### src/decoder_consts.svh
`ifndef DECODER_CONSTS_SVH
`define DECODER_CONSTS_SVH

`define XLEN            32
`define REG_ADDR_WIDTH  5

// Major opcodes in inst[6:0]
`define OPC_LUI     7'b0110111
`define OPC_AUIPC   7'b0010111
`define OPC_JAL     7'b1101111
`define OPC_JALR    7'b1100111
`define OPC_BRANCH  7'b1100011
`define OPC_LOAD    7'b0000011
`define OPC_STORE   7'b0100011
`define OPC_OP      7'b0110011
`define OPC_OP_IMM  7'b0010011

`define F3_BEQ   3'b000
`define F3_BNE   3'b001
`define F3_BLT   3'b100
`define F3_BGE   3'b101
`define F3_BLTU  3'b110
`define F3_BGEU  3'b111

`define F3_LB    3'b000
`define F3_LH    3'b001
`define F3_LW    3'b010
`define F3_LBU   3'b100
`define F3_LHU   3'b101

`define F3_SB    3'b000
`define F3_SH    3'b001
`define F3_SW    3'b010

// Shared by OP and OP-IMM
`define F3_ADD   3'b000
`define F3_SLL   3'b001
`define F3_SLT   3'b010
`define F3_SLTU  3'b011
`define F3_XOR   3'b100
`define F3_SRL   3'b101
`define F3_OR    3'b110
`define F3_AND   3'b111

`endif

### src/decoder_pkg.sv
package decoder_pkg;

    // Numeric values fixed for the op index in the trace
    typedef enum logic [5:0] {
        OP_ILLEGAL = 6'd0,
        OP_LUI     = 6'd1,
        OP_AUIPC   = 6'd2,
        OP_JAL     = 6'd3,
        OP_JALR    = 6'd4,
        OP_BEQ     = 6'd5,
        OP_BNE     = 6'd6,
        OP_BLT     = 6'd7,
        OP_BGE     = 6'd8,
        OP_BLTU    = 6'd9,
        OP_BGEU    = 6'd10,
        OP_LB      = 6'd11,
        OP_LH      = 6'd12,
        OP_LW      = 6'd13,
        OP_LBU     = 6'd14,
        OP_LHU     = 6'd15,
        OP_SB      = 6'd16,
        OP_SH      = 6'd17,
        OP_SW      = 6'd18,
        OP_ADDI    = 6'd19,
        OP_SLTI    = 6'd20,
        OP_SLTIU   = 6'd21,
        OP_XORI    = 6'd22,
        OP_ORI     = 6'd23,
        OP_ANDI    = 6'd24,
        OP_SLLI    = 6'd25,
        OP_SRLI    = 6'd26,
        OP_SRAI    = 6'd27,
        OP_ADD     = 6'd28,
        OP_SUB     = 6'd29,
        OP_SLL     = 6'd30,
        OP_SLT     = 6'd31,
        OP_SLTU    = 6'd32,
        OP_XOR     = 6'd33,
        OP_SRL     = 6'd34,
        OP_SRA     = 6'd35,
        OP_OR      = 6'd36,
        OP_AND     = 6'd37
    } inst_op_e;

    typedef enum logic [2:0] {
        IMM_NONE,   // R-type and illegal
        IMM_I,
        IMM_SHAMT,  // Shift amount only
        IMM_S,
        IMM_B,
        IMM_U,
        IMM_J
    } imm_fmt_e;

    typedef enum logic [1:0] {
        UNIT_ROB_ONLY,
        UNIT_LSB,
        UNIT_RS
    } dispatch_unit_e;

endpackage

### src/decode_if.sv
`include "decoder_consts.svh"

interface decode_if;
    import decoder_pkg::*;

    logic                       valid;
    inst_op_e                   op;
    logic [`REG_ADDR_WIDTH-1:0] rd;
    logic [`REG_ADDR_WIDTH-1:0] rs1;
    logic [`REG_ADDR_WIDTH-1:0] rs2;
    logic [`XLEN-1:0]           imm;
    logic [`XLEN-1:0]           inst_addr;
    logic                       jump_pred;
    logic                       hold;       // Stage two stalled

    modport producer (
        output valid,
        output op,
        output rd,
        output rs1,
        output rs2,
        output imm,
        output inst_addr,
        output jump_pred,
        input  hold
    );

    modport consumer (
        input  valid,
        input  op,
        input  rd,
        input  rs1,
        input  rs2,
        input  imm,
        input  inst_addr,
        input  jump_pred,
        output hold
    );

endinterface

### src/op_decode.sv
`include "decoder_consts.svh"

module op_decode (
    input  logic [`XLEN-1:0]      inst,
    output decoder_pkg::inst_op_e op,
    output decoder_pkg::imm_fmt_e imm_fmt
);
    import decoder_pkg::*;

    logic [6:0] opcode;
    logic [2:0] funct3;
    logic       alt;    // funct7 bit 30

    assign opcode = inst[6:0];
    assign funct3 = inst[14:12];
    assign alt    = inst[30];

    always_comb begin
        op      = OP_ILLEGAL;
        imm_fmt = IMM_NONE;
        case (opcode)
            `OPC_LUI: begin
                op      = OP_LUI;
                imm_fmt = IMM_U;
            end
            `OPC_AUIPC: begin
                op      = OP_AUIPC;
                imm_fmt = IMM_U;
            end
            `OPC_JAL: begin
                op      = OP_JAL;
                imm_fmt = IMM_J;
            end
            `OPC_JALR: begin
                op      = OP_JALR;
                imm_fmt = IMM_I;
            end
            `OPC_BRANCH: begin
                imm_fmt = IMM_B;
                case (funct3)
                    `F3_BEQ:  op = OP_BEQ;
                    `F3_BNE:  op = OP_BNE;
                    `F3_BLT:  op = OP_BLT;
                    `F3_BGE:  op = OP_BGE;
                    `F3_BLTU: op = OP_BLTU;
                    `F3_BGEU: op = OP_BGEU;
                    default:  op = OP_ILLEGAL;
                endcase
            end
            `OPC_LOAD: begin
                imm_fmt = IMM_I;
                case (funct3)
                    `F3_LB:  op = OP_LB;
                    `F3_LH:  op = OP_LH;
                    `F3_LW:  op = OP_LW;
                    `F3_LBU: op = OP_LBU;
                    `F3_LHU: op = OP_LHU;
                    default: op = OP_ILLEGAL;
                endcase
            end
            `OPC_STORE: begin
                imm_fmt = IMM_S;
                case (funct3)
                    `F3_SB:  op = OP_SB;
                    `F3_SH:  op = OP_SH;
                    `F3_SW:  op = OP_SW;
                    default: op = OP_ILLEGAL;
                endcase
            end
            `OPC_OP_IMM: begin
                imm_fmt = IMM_I;
                case (funct3)
                    `F3_ADD:  op = OP_ADDI;
                    `F3_SLT:  op = OP_SLTI;
                    `F3_SLTU: op = OP_SLTIU;
                    `F3_XOR:  op = OP_XORI;
                    `F3_OR:   op = OP_ORI;
                    `F3_AND:  op = OP_ANDI;
                    `F3_SLL: begin
                        op      = OP_SLLI;
                        imm_fmt = IMM_SHAMT;
                    end
                    default: begin  // Right shifts
                        op      = alt ? OP_SRAI : OP_SRLI;
                        imm_fmt = IMM_SHAMT;
                    end
                endcase
            end
            `OPC_OP: begin
                case (funct3)
                    `F3_ADD:  op = alt ? OP_SUB : OP_ADD;
                    `F3_SLL:  op = OP_SLL;
                    `F3_SLT:  op = OP_SLT;
                    `F3_SLTU: op = OP_SLTU;
                    `F3_XOR:  op = OP_XOR;
                    `F3_SRL:  op = alt ? OP_SRA : OP_SRL;
                    `F3_OR:   op = OP_OR;
                    default:  op = OP_AND;
                endcase
            end
            default: op = OP_ILLEGAL;
        endcase

        if (op == OP_ILLEGAL) begin
            imm_fmt = IMM_NONE;  // Unused funct3 within a known opcode
        end
    end

endmodule

### src/imm_gen.sv
`include "decoder_consts.svh"

module imm_gen (
    input  logic [`XLEN-1:0]      inst,
    input  decoder_pkg::imm_fmt_e imm_fmt,
    output logic [`XLEN-1:0]      imm
);
    import decoder_pkg::*;

    logic sign;

    assign sign = inst[31];

    always_comb begin
        case (imm_fmt)
            IMM_I: begin
                imm = {{(`XLEN-12){sign}}, inst[31:20]};
            end
            IMM_SHAMT: begin
                imm = {{(`XLEN-5){1'b0}}, inst[24:20]};
            end
            IMM_S: begin
                imm = {{(`XLEN-12){sign}}, inst[31:25], inst[11:7]};
            end
            IMM_B: begin
                imm = {{(`XLEN-13){sign}}, inst[31], inst[7], inst[30:25],
                       inst[11:8], 1'b0};
            end
            IMM_U: begin
                imm = {inst[31:12], 12'b0};
            end
            IMM_J: begin
                // imm[20|10:1|11|19:12] in the encoding
                imm = {{(`XLEN-21){sign}}, inst[31], inst[19:12], inst[20],
                       inst[30:21], 1'b0};
            end
            default: begin
                imm = '0;
            end
        endcase
    end

endmodule

### src/inst_decode.sv
`include "decoder_consts.svh"

module inst_decode (
    input  logic             clk,
    input  logic             reset,
    input  logic             flush,
    input  logic             fet_valid,
    input  logic [`XLEN-1:0] fet_inst,
    input  logic [`XLEN-1:0] fet_inst_addr,
    input  logic             fet_jump_pred,
    decode_if.producer       out
);
    import decoder_pkg::*;

    inst_op_e         op;
    imm_fmt_e         imm_fmt;
    logic [`XLEN-1:0] imm;
    logic             use_rd;
    logic             use_rs1;
    logic             use_rs2;

    op_decode u_op_decode (
        .inst    (fet_inst),
        .op      (op),
        .imm_fmt (imm_fmt)
    );

    imm_gen u_imm_gen (
        .inst    (fet_inst),
        .imm_fmt (imm_fmt),
        .imm     (imm)
    );

    // Which register fields the format carries
    always_comb begin
        use_rd  = 1'b0;
        use_rs1 = 1'b0;
        use_rs2 = 1'b0;
        case (imm_fmt)
            IMM_NONE: begin  // R-type, or illegal
                use_rd  = (op != OP_ILLEGAL);
                use_rs1 = (op != OP_ILLEGAL);
                use_rs2 = (op != OP_ILLEGAL);
            end
            IMM_I, IMM_SHAMT: begin
                use_rd  = 1'b1;
                use_rs1 = 1'b1;
            end
            IMM_S, IMM_B: begin
                use_rs1 = 1'b1;
                use_rs2 = 1'b1;
            end
            default: use_rd = 1'b1;  // U and J
        endcase
    end

    always_ff @(posedge clk) begin
        if (reset || flush) begin
            out.valid <= 1'b0;
        end else if (!out.hold) begin
            out.valid <= fet_valid;
        end
    end

    always_ff @(posedge clk) begin
        if (!out.hold) begin
            out.op        <= op;
            out.rd        <= use_rd ? fet_inst[11:7] : '0;
            out.rs1       <= use_rs1 ? fet_inst[19:15] : '0;
            out.rs2       <= use_rs2 ? fet_inst[24:20] : '0;
            out.imm       <= imm;
            out.inst_addr <= fet_inst_addr;
            out.jump_pred <= fet_jump_pred;
        end
    end

    // Stage two stall freezes the item waiting in stage one
    a_hold_keeps_item: assert property (@(posedge clk) disable iff (reset)
        out.hold && !flush |=> $stable(out.valid) && $stable(out.op) &&
            $stable(out.imm) && $stable(out.inst_addr) && $stable(out.rd) &&
            $stable(out.rs1) && $stable(out.rs2) && $stable(out.jump_pred));

endmodule

### src/dispatch_stage.sv
`include "decoder_consts.svh"

module dispatch_stage (
    input  logic                             clk,
    input  logic                             reset,
    input  logic                             flush,
    input  logic                             lsb_full,
    input  logic                             rob_full,
    input  logic                             rs_full,
    decode_if.consumer                       in,
    output logic                             stall,
    output logic                             dec_valid,
    output decoder_pkg::inst_op_e            dec_op,
    output logic                             dec_jump_pred,
    output logic [`REG_ADDR_WIDTH-1:0]       dec_rd,
    output logic [`REG_ADDR_WIDTH-1:0]       dec_rs1,
    output logic [`REG_ADDR_WIDTH-1:0]       dec_rs2,
    output logic [`XLEN-1:0]                 dec_imm,
    output logic [`XLEN-1:0]                 dec_inst_addr
);
    import decoder_pkg::*;

    dispatch_unit_e unit;

    always_comb begin
        case (dec_op)
            OP_LUI, OP_AUIPC, OP_JAL: unit = UNIT_ROB_ONLY;
            OP_LB, OP_LH, OP_LW, OP_LBU, OP_LHU,
            OP_SB, OP_SH, OP_SW:      unit = UNIT_LSB;
            default:                  unit = UNIT_RS;  // Includes illegal
        endcase
    end

    always_comb begin
        case (unit)
            UNIT_ROB_ONLY: stall = dec_valid && rob_full;
            UNIT_LSB:      stall = dec_valid && (rob_full || lsb_full);
            default:       stall = dec_valid && (rob_full || rs_full);
        endcase
    end

    assign in.hold = stall;

    always_ff @(posedge clk) begin
        if (reset || flush) begin
            dec_valid <= 1'b0;
        end else if (!stall) begin
            dec_valid <= in.valid;
        end
    end

    always_ff @(posedge clk) begin
        if (!stall) begin
            dec_op        <= in.op;
            dec_rd        <= in.rd;
            dec_rs1       <= in.rs1;
            dec_rs2       <= in.rs2;
            dec_imm       <= in.imm;
            dec_inst_addr <= in.inst_addr;
            dec_jump_pred <= in.jump_pred;
        end
    end

    a_stall_keeps_valid: assert property (@(posedge clk) disable iff (reset)
        stall && !flush |=> dec_valid);

    a_stall_keeps_outputs: assert property (@(posedge clk) disable iff (reset)
        stall |=> $stable(dec_op) && $stable(dec_rd) && $stable(dec_rs1) &&
            $stable(dec_rs2) && $stable(dec_imm) && $stable(dec_inst_addr) &&
            $stable(dec_jump_pred));

endmodule

### src/decoder_top.sv
`include "decoder_consts.svh"

module decoder_top (
    input  logic                       clk,
    input  logic                       reset,
    input  logic                       flush,
    input  logic                       fet_valid,
    input  logic [`XLEN-1:0]           fet_inst,
    input  logic [`XLEN-1:0]           fet_inst_addr,
    input  logic                       fet_jump_pred,
    input  logic                       lsb_full,
    input  logic                       rob_full,
    input  logic                       rs_full,
    output logic                       stall,
    output logic                       dec_valid,
    output decoder_pkg::inst_op_e      dec_op,
    output logic                       dec_jump_pred,
    output logic [`REG_ADDR_WIDTH-1:0] dec_rd,
    output logic [`REG_ADDR_WIDTH-1:0] dec_rs1,
    output logic [`REG_ADDR_WIDTH-1:0] dec_rs2,
    output logic [`XLEN-1:0]           dec_imm,
    output logic [`XLEN-1:0]           dec_inst_addr
);

    decode_if stage_bus ();  // Stage one to stage two

    inst_decode u_inst_decode (
        .clk           (clk),
        .reset         (reset),
        .flush         (flush),
        .fet_valid     (fet_valid),
        .fet_inst      (fet_inst),
        .fet_inst_addr (fet_inst_addr),
        .fet_jump_pred (fet_jump_pred),
        .out           (stage_bus)
    );

    dispatch_stage u_dispatch_stage (
        .clk           (clk),
        .reset         (reset),
        .flush         (flush),
        .lsb_full      (lsb_full),
        .rob_full      (rob_full),
        .rs_full       (rs_full),
        .in            (stage_bus),
        .stall         (stall),
        .dec_valid     (dec_valid),
        .dec_op        (dec_op),
        .dec_jump_pred (dec_jump_pred),
        .dec_rd        (dec_rd),
        .dec_rs1       (dec_rs1),
        .dec_rs2       (dec_rs2),
        .dec_imm       (dec_imm),
        .dec_inst_addr (dec_inst_addr)
    );

endmodule

### config.mk
export PLATFORM = sky130hd
export DESIGN_NAME = decoder_top
export DESIGN_NICKNAME = d
export VERILOG_FILES = /design/src/decoder_pkg.sv /design/src/decode_if.sv /design/src/op_decode.sv /design/src/imm_gen.sv /design/src/inst_decode.sv /design/src/dispatch_stage.sv /design/src/decoder_top.sv
export VERILOG_INCLUDE_DIRS = /design/src
export SDC_FILE = /design/constraint.sdc
export NUM_CORES = 1
export LEC_CHECK = 0
export ABC_AREA = 0
export BUFFER_PORTS_ARGS = -buffer_cell sky130_fd_sc_hd__buf_2
export CORE_MARGIN = 3
export CORE_UTILIZATION = 54
export DETAILED_ROUTE_END_ITERATION = 8
export MAX_ROUTING_LAYER = met4
export PLACE_DENSITY = 0.8
export SLEW_MARGIN = 20
export SYNTH_ARGS = -nofsm -noshare
export SYNTH_HDL_FRONTEND = slang
export SYNTH_HIERARCHICAL = 1
export SYNTH_SLANG_ARGS = --single-unit
### constraint.sdc
create_clock -name clk -period 6.4 [get_ports clk]
set_clock_uncertainty 0.15 [all_clocks]
set_input_delay 0.64 -clock clk [delete_from_list [all_inputs] [get_ports clk]]
set_output_delay 0.64 -clock clk [all_outputs]
set_load 0.1 [all_outputs]
Word-level counts from Yosys, hierarchy flattened. Memories as Yosys holds them, arrays and structs flattened. A register that Yosys moved wholly into a read port is not among the register bits. Cells that the tools add are included.

Flip-flop bits (word level): 174. Bits in latches: 0. Bits in writable memories: 0. Bits in read-only memories: 64. Input bits: 72. Output and inout bits: 88. Logic and storage cells: 75. Memories kept: 1.

Memories: (name not given) (words 32, width 2, read ports 1, clocked after memory_dff 1, wr ports 0, RTL line dispatch_stage.sv:26) `case (dec_op)`.

$add $sub $neg: 0. Multipliers: 0. Div/mod/pow operators: 0. Order comparisons: 0. Equal/unequal tests: 23. Shift-type cells: 0. Multiplexer cells: 19. Bitwise gates (word level): 0. Reductions and logical operators: 16.

Operator list (count): 32-bit case mux with 6 select lines (1); 6-bit case mux with 7 select lines (2); 6-bit case mux with 9 select lines (1); 4-bit case mux with 6 select lines (1); 3-bit == test, second input constant (7); 7-bit by 6-bit == test with 1-bit output, second input constant (3); 7-bit == test, second input constant (3); 4-bit case mux with 5 select lines (1); 3-bit case mux with 6 select lines (1); 5-bit case mux with 3 select lines (1); 7-bit by 5-bit == test with 1-bit output, second input constant (2); 3-bit by 2-bit == test with 1-bit output, second input constant (4); 1-bit case mux with 2 select lines (4); 7-bit by 2-bit == test with 1-bit output, second input constant (1); 3-bit by 1-bit == test with 1-bit output, second input constant (2); 3-bit zero test (2); 6-bit zero test (1); 6-bit nonzero test (1); 2-bit OR reduction (3); 6-bit OR reduction (1); 5-bit two-way mux (1); 2-bit two-way mux (2); 4-bit OR reduction (1); 1-bit logical AND (3); other kinds (5) (9).

Depth between registers and ports, before layout.
Depth in word-level cells: 8. Gate-level depth with buffers: 12. Depth with buffers taken out: 8.

Modules after synthesis. Netlist, hierarchy kept.

Modules (own cells, without submodules): dispatch_stage (times used 1, cells each 118, area each 2852.7 um^2, seq. area each 2642.5 um^2); inst_decode (times used 1, cells each 114, area each 2841.5 um^2, seq. area each 2602.5 um^2); imm_gen (times used 1, cells each 94, area each 734.5 um^2, seq. area each 0.0 um^2); op_decode (times used 1, cells each 101, area each 675.6 um^2, seq. area each 0.0 um^2).

Worst setup path after synthesis. Ideal clock, no wire load.

Kind: flip-flop to flip-flop. Start point: register u_dispatch_stage.dec_op[5]. End point: register u_inst_decode.out.imm[0] (enable). Library setup time: 440 ps. Arrival: 5669 ps. Required time: 5810 ps. Slack: 141 ps. Cell stages (with the launch flop): 5. Buffers on the path: 0. Period minus slack after synthesis: 6259 ps. Cell sequence: edfxtp_1 -> and4bb_4 -> o31ai_4 -> inv_1 -> inv_1.

Word-level cells in the longest chain between the ends: 3. Elaborated cells on any way between the ends: 4. Classes of those cells: 1 x eq/ne; 2 x mux; 1 x reduce/logical.

RTL lines: from (decl) (RTL line dispatch_stage.sv:13) `output decoder_pkg::inst_op_e dec_op,`; from (signal assigned) (RTL line dispatch_stage.sv:54) `dec_op <= in.op;`; 2-bit two-way mux (*) (RTL line dispatch_stage.sv:26); 2-bit by 1-bit == test with 1-bit output / 2-bit zero test (equally long branches) (RTL line dispatch_stage.sv:35) `case (unit)`; 1-bit case mux with 2 select lines (*) (RTL line dispatch_stage.sv:35); named net stage_bus.hold (RTL line decode_if.sv:14) `logic hold;`; to (decl) (RTL line decode_if.sv:22) `output imm,`.

The timed path passes the listed nets; every way through them passes the cells marked *. A chain may end at the register's enable or synchronous reset.

Worst setup path in the final report.
Start point: input fet_inst[13]. End point: register u_inst_decode.out.rd[4], data pin.

Word-level cells in the longest chain between the ends: 8. Elaborated cells on any way between the ends: 25. Classes of those cells: 9 x eq/ne; 10 x mux; 6 x reduce/logical.

RTL lines: from (decl) (RTL line decoder_top.sv:8) `` input logic [`XLEN-1:0] fet_inst, ``; 3-bit == test, or another cell as far along (RTL line op_decode.sv:40, op_decode.sv:72, op_decode.sv:90); 6-bit case mux with 7 select lines, or another cell as far along (RTL line op_decode.sv:90) `case (funct3)`; 6-bit case mux with 9 select lines / 2-bit two-way mux (equally long branches) (RTL line op_decode.sv:21, op_decode.sv:72); 6-bit zero test / 3-bit case mux with 6 select lines (equally long branches) (RTL line op_decode.sv:104, op_decode.sv:21); 3-bit two-way mux (*) (RTL line op_decode.sv:104) `if (op == OP_ILLEGAL) begin`; named net u_inst_decode.imm_fmt[1] (RTL line inst_decode.sv:16) `imm_fmt_e imm_fmt;`; 3-bit by 2-bit == test with 1-bit output / 3-bit == test (equally long branches) (RTL line inst_decode.sv:39) `case (imm_fmt)`; 2-bit OR reduction (RTL line inst_decode.sv:39); 1-bit case mux with 2 select lines (*) (RTL line inst_decode.sv:39); to (signal assigned) (RTL line inst_decode.sv:68) `out.rd <= use_rd ? fet_inst[11:7] : '0;`; to (decl) (RTL line decode_if.sv:19) `output rd,`.

Marks and branches as above.

==> results_dict.tcl <==
set metrics [dict create \
    status "completed" \
    cts_root_buf "clkbuf_16" \
    min_to "u_inst_decode/out.inst_addr[8]" \
    ctsResizeCount 0 \
    slew_viol_final 0 \
    clockBufferDepth 2 \
    fin_setup_tns_ns 0 \
    die_w_um 121 \
    totalWireLength_mm 14.8 \
    core_area_um2 12700 \
    fmax_mhz 291 \
    p_total_uw 2710 \
    grt_max_degree 92 \
    drtAntennaViolNets 0 \
    min_from "fet_inst_addr[8]" \
    via_per_inst 5.60 \
    htreeDepth 4 \
    worstSkewPairLatency_ns 0.42 \
    rr_startpoint "u_dispatch_stage/dec_op[5]" \
    post-route-min-period_ns 3.43 \
    ys_warn_count 6 \
    nNetsFinal 656 \
    wl_per_cell_um 19.3 \
    report.final.hold_viol_count 0 \
    syn_nets 499 \
    overflow 0 \
    synth-seq-cells 176 \
    fin_util_pct 67.4 \
    rows 41 \
    worstSetupEndpointType "register" \
    ys_async_sr_fraction_pct 0 \
    crit_type "input port to register" \
    synthTopCellsByArea "edfxtp_1 (73%), mux2i_1 (2.0%), nand4b_1 (1.5%)" \
    grt_pass1_vias 4166 \
    drt_iter0_markers 429 \
    hold_buffers 0 \
    numCtsBuffers 17 \
    relSlewSlack_pct 34.6 \
    io_pins 160 \
    finalCritPeriodShare_pct 53.6 \
    path_max_fanout 36 \
    hpwl_mm 9.49 \
    drive_gt1_share_pct 38.0 \
    netlist_instances 427 \
    synth_flop_cell "edfxtp_1" \
    ys_seq_area_share_pct 73.8 \
    vias 4307 \
    start_util_pct 55.8 \
    antenna-diode-count 0 \
    die_y_um 121 \
    hold_path.class "input port to register" \
    cts_setup_buffers 0 \
    gp_congestion 0.845 \
    synth_top_area_share_pct 72.7 \
    finalSetupViolations 0 \
    grt_use_total_pct 21.1 \
    synthMostInstantiatedCell "edfxtp_1" \
    yosys.area.top_type "edfxtp_1" \
    reg2reg_to "u_inst_decode/out.inst_addr[14]" \
    rsz0062_at_grt "no" \
    synth.distinct_cells 71 \
    reg2reg_slack_ns 3.83 \
    cts_sinks 176 \
    dr.pass1.iters 5 \
    reg2regPathDepth 5 \
    hold_path_depth 1 \
    max-vdd-ir-drop_uv 222 \
    syn_avg_cell_area_um2 16.6 \
    cp_data_arrival_time_ns 3.44 \
    place_inst 737 \
    synthTopCellsByCount "edfxtp_1 (172), nand2_1 (17), nand3_1 (17), nor2_1 (15), mux2i_1 (14)" \
    clk_pin_slew_ns 0.07 \
    startpoint_type "input port" \
    synth_edf_count 172 \
    fin_cells 769 \
    maxCapViolCount 0 \
    dieArea_um2 14600 \
    drc 0 \
    timing.critical_path.required_ns 6.41 \
    grt_pass1_wl_mm 22.5 \
    area_growth_pct 20.7 \
    final_area_um2 8580 \
    placed_area_um2 7990 \
    cellLeakagePower_uw 0.00362 \
    synthesis.area_um2 7100 \
    powerDensity_nw_per_um2 316 \
    cts_tree "yes" \
    port_buffers 159 \
    tightest_slew_ns 0.982 \
    antenna_found_initial 0 \
]
## layer usage
metal	up-vias	share of wire, %	GRT usage [%]	wire length [um]
met3	12	8.0	5.66	1180
met1	2112	40	25.9	5980
met5	-	0	-	0
met4	0	0.79	7.01	117
li1	2004	-	-	-
met2	179	51	34.5	7560
## critical path: stages
cell and delay, ns:
buf_2 0.28, nor2b_1 0.34, nor3_1 0.10, o211a_1 0.24
a211oi_2 0.50, a211oi_4 0.11, buf_4 0.28, nor2_1 0.44
nor4b_4 0.40, nor3b_1 0.11
## how the worst max path moves through the flow
stage,from,to,slack (ns),cells after the start
after floorplan,u_dispatch_stage/dec_op[5],u_inst_decode/out.imm[0],0.14,4
after global routing,fet_inst[12],u_inst_decode/out.rd[4],2.74,10
after global placement,fet_inst[12],u_inst_decode/out.rd[0],2.69,10
after detailed placement,fet_inst[12],u_inst_decode/out.rd[4],2.53,10
final,fet_inst[13],u_inst_decode/out.rd[4],2.97,10
after CTS,fet_inst[12],u_inst_decode/out.rd[4],2.96,10
## cell usage in the layout (no fill, tap or decap), types with 5 or more instances in the layout
cell type   count
a21boi_1        5
clkinvlp_4      5
nor3b_1         6
and2_1          6
nor3_1          6
nand4b_1       12
nand2b_1        5
inv_1           6
nand2_1        17
nand3b_1        5
nand3_1        17
o21ai_0        11
edfxtp_1      172
o221ai_1        8
nor2_1         15
a21oi_1        11
and3_1          7
clkbuf_16      17
mux2i_1        14
buf_2         159
a221o_1         5
## layout make-up
class / instances / area (um^2)
inverters: 8 / 31.3
well taps: 172 / 215
multi-input cells: 217 / 1660
repair buffers: 164 / 837
flip-flops and latches: 176 / 5250
clock inverters: 15 / 158
fillers: 889 / 4150
clock buffers: 17 / 425
## stage by stage
stage,setup WS (ns),hold slack [ns]
finish,2.97,0.239
global route,2.74,0.225
CTS,2.96,0.226
detailed placement,2.53,0.255
global placement,2.69,0.251
floorplan,0.141,0.250
## sequential cells by signal (all words and copies together) (netlist names), named ones only
name,count
u_inst_decode/out.imm,32
u_inst_decode/out.inst_addr,32
u_inst_decode/out.rs1,5
u_inst_decode/out.jump_pred,1
u_dispatch_stage/dec_valid,1
u_inst_decode/out.rd,5
u_dispatch_stage/dec_jump_pred,1
u_dispatch_stage/dec_rs2,5
u_dispatch_stage/dec_rd,5
u_dispatch_stage/dec_op,6
u_dispatch_stage/dec_rs1,5
u_inst_decode/out.op,6
u_dispatch_stage/dec_inst_addr,32
u_inst_decode/out.rs2,5
u_dispatch_stage/dec_imm,32
u_inst_decode/out.valid,1
## power by group
group / internal (uW) / switching [uW]
combinational: 60.8 / 309
sequential: 1320 / 20.3
clock: 548 / 446
total: 1930 / 775
## cells by family after synthesis
logic type / after synthesis / share of synthesized area [%]
AOI/OAI and AO/OA: 75 / 8.79
xor gates and xnor gates: 2 / 0.352
buffers and inverters: 34 / 3.08
DFF: 176 / 73.8
muxes: 18 / 2.66
and+or+nand+nor: 122 / 11.3
No activity file was read; power rests on OpenSTA's default activity.
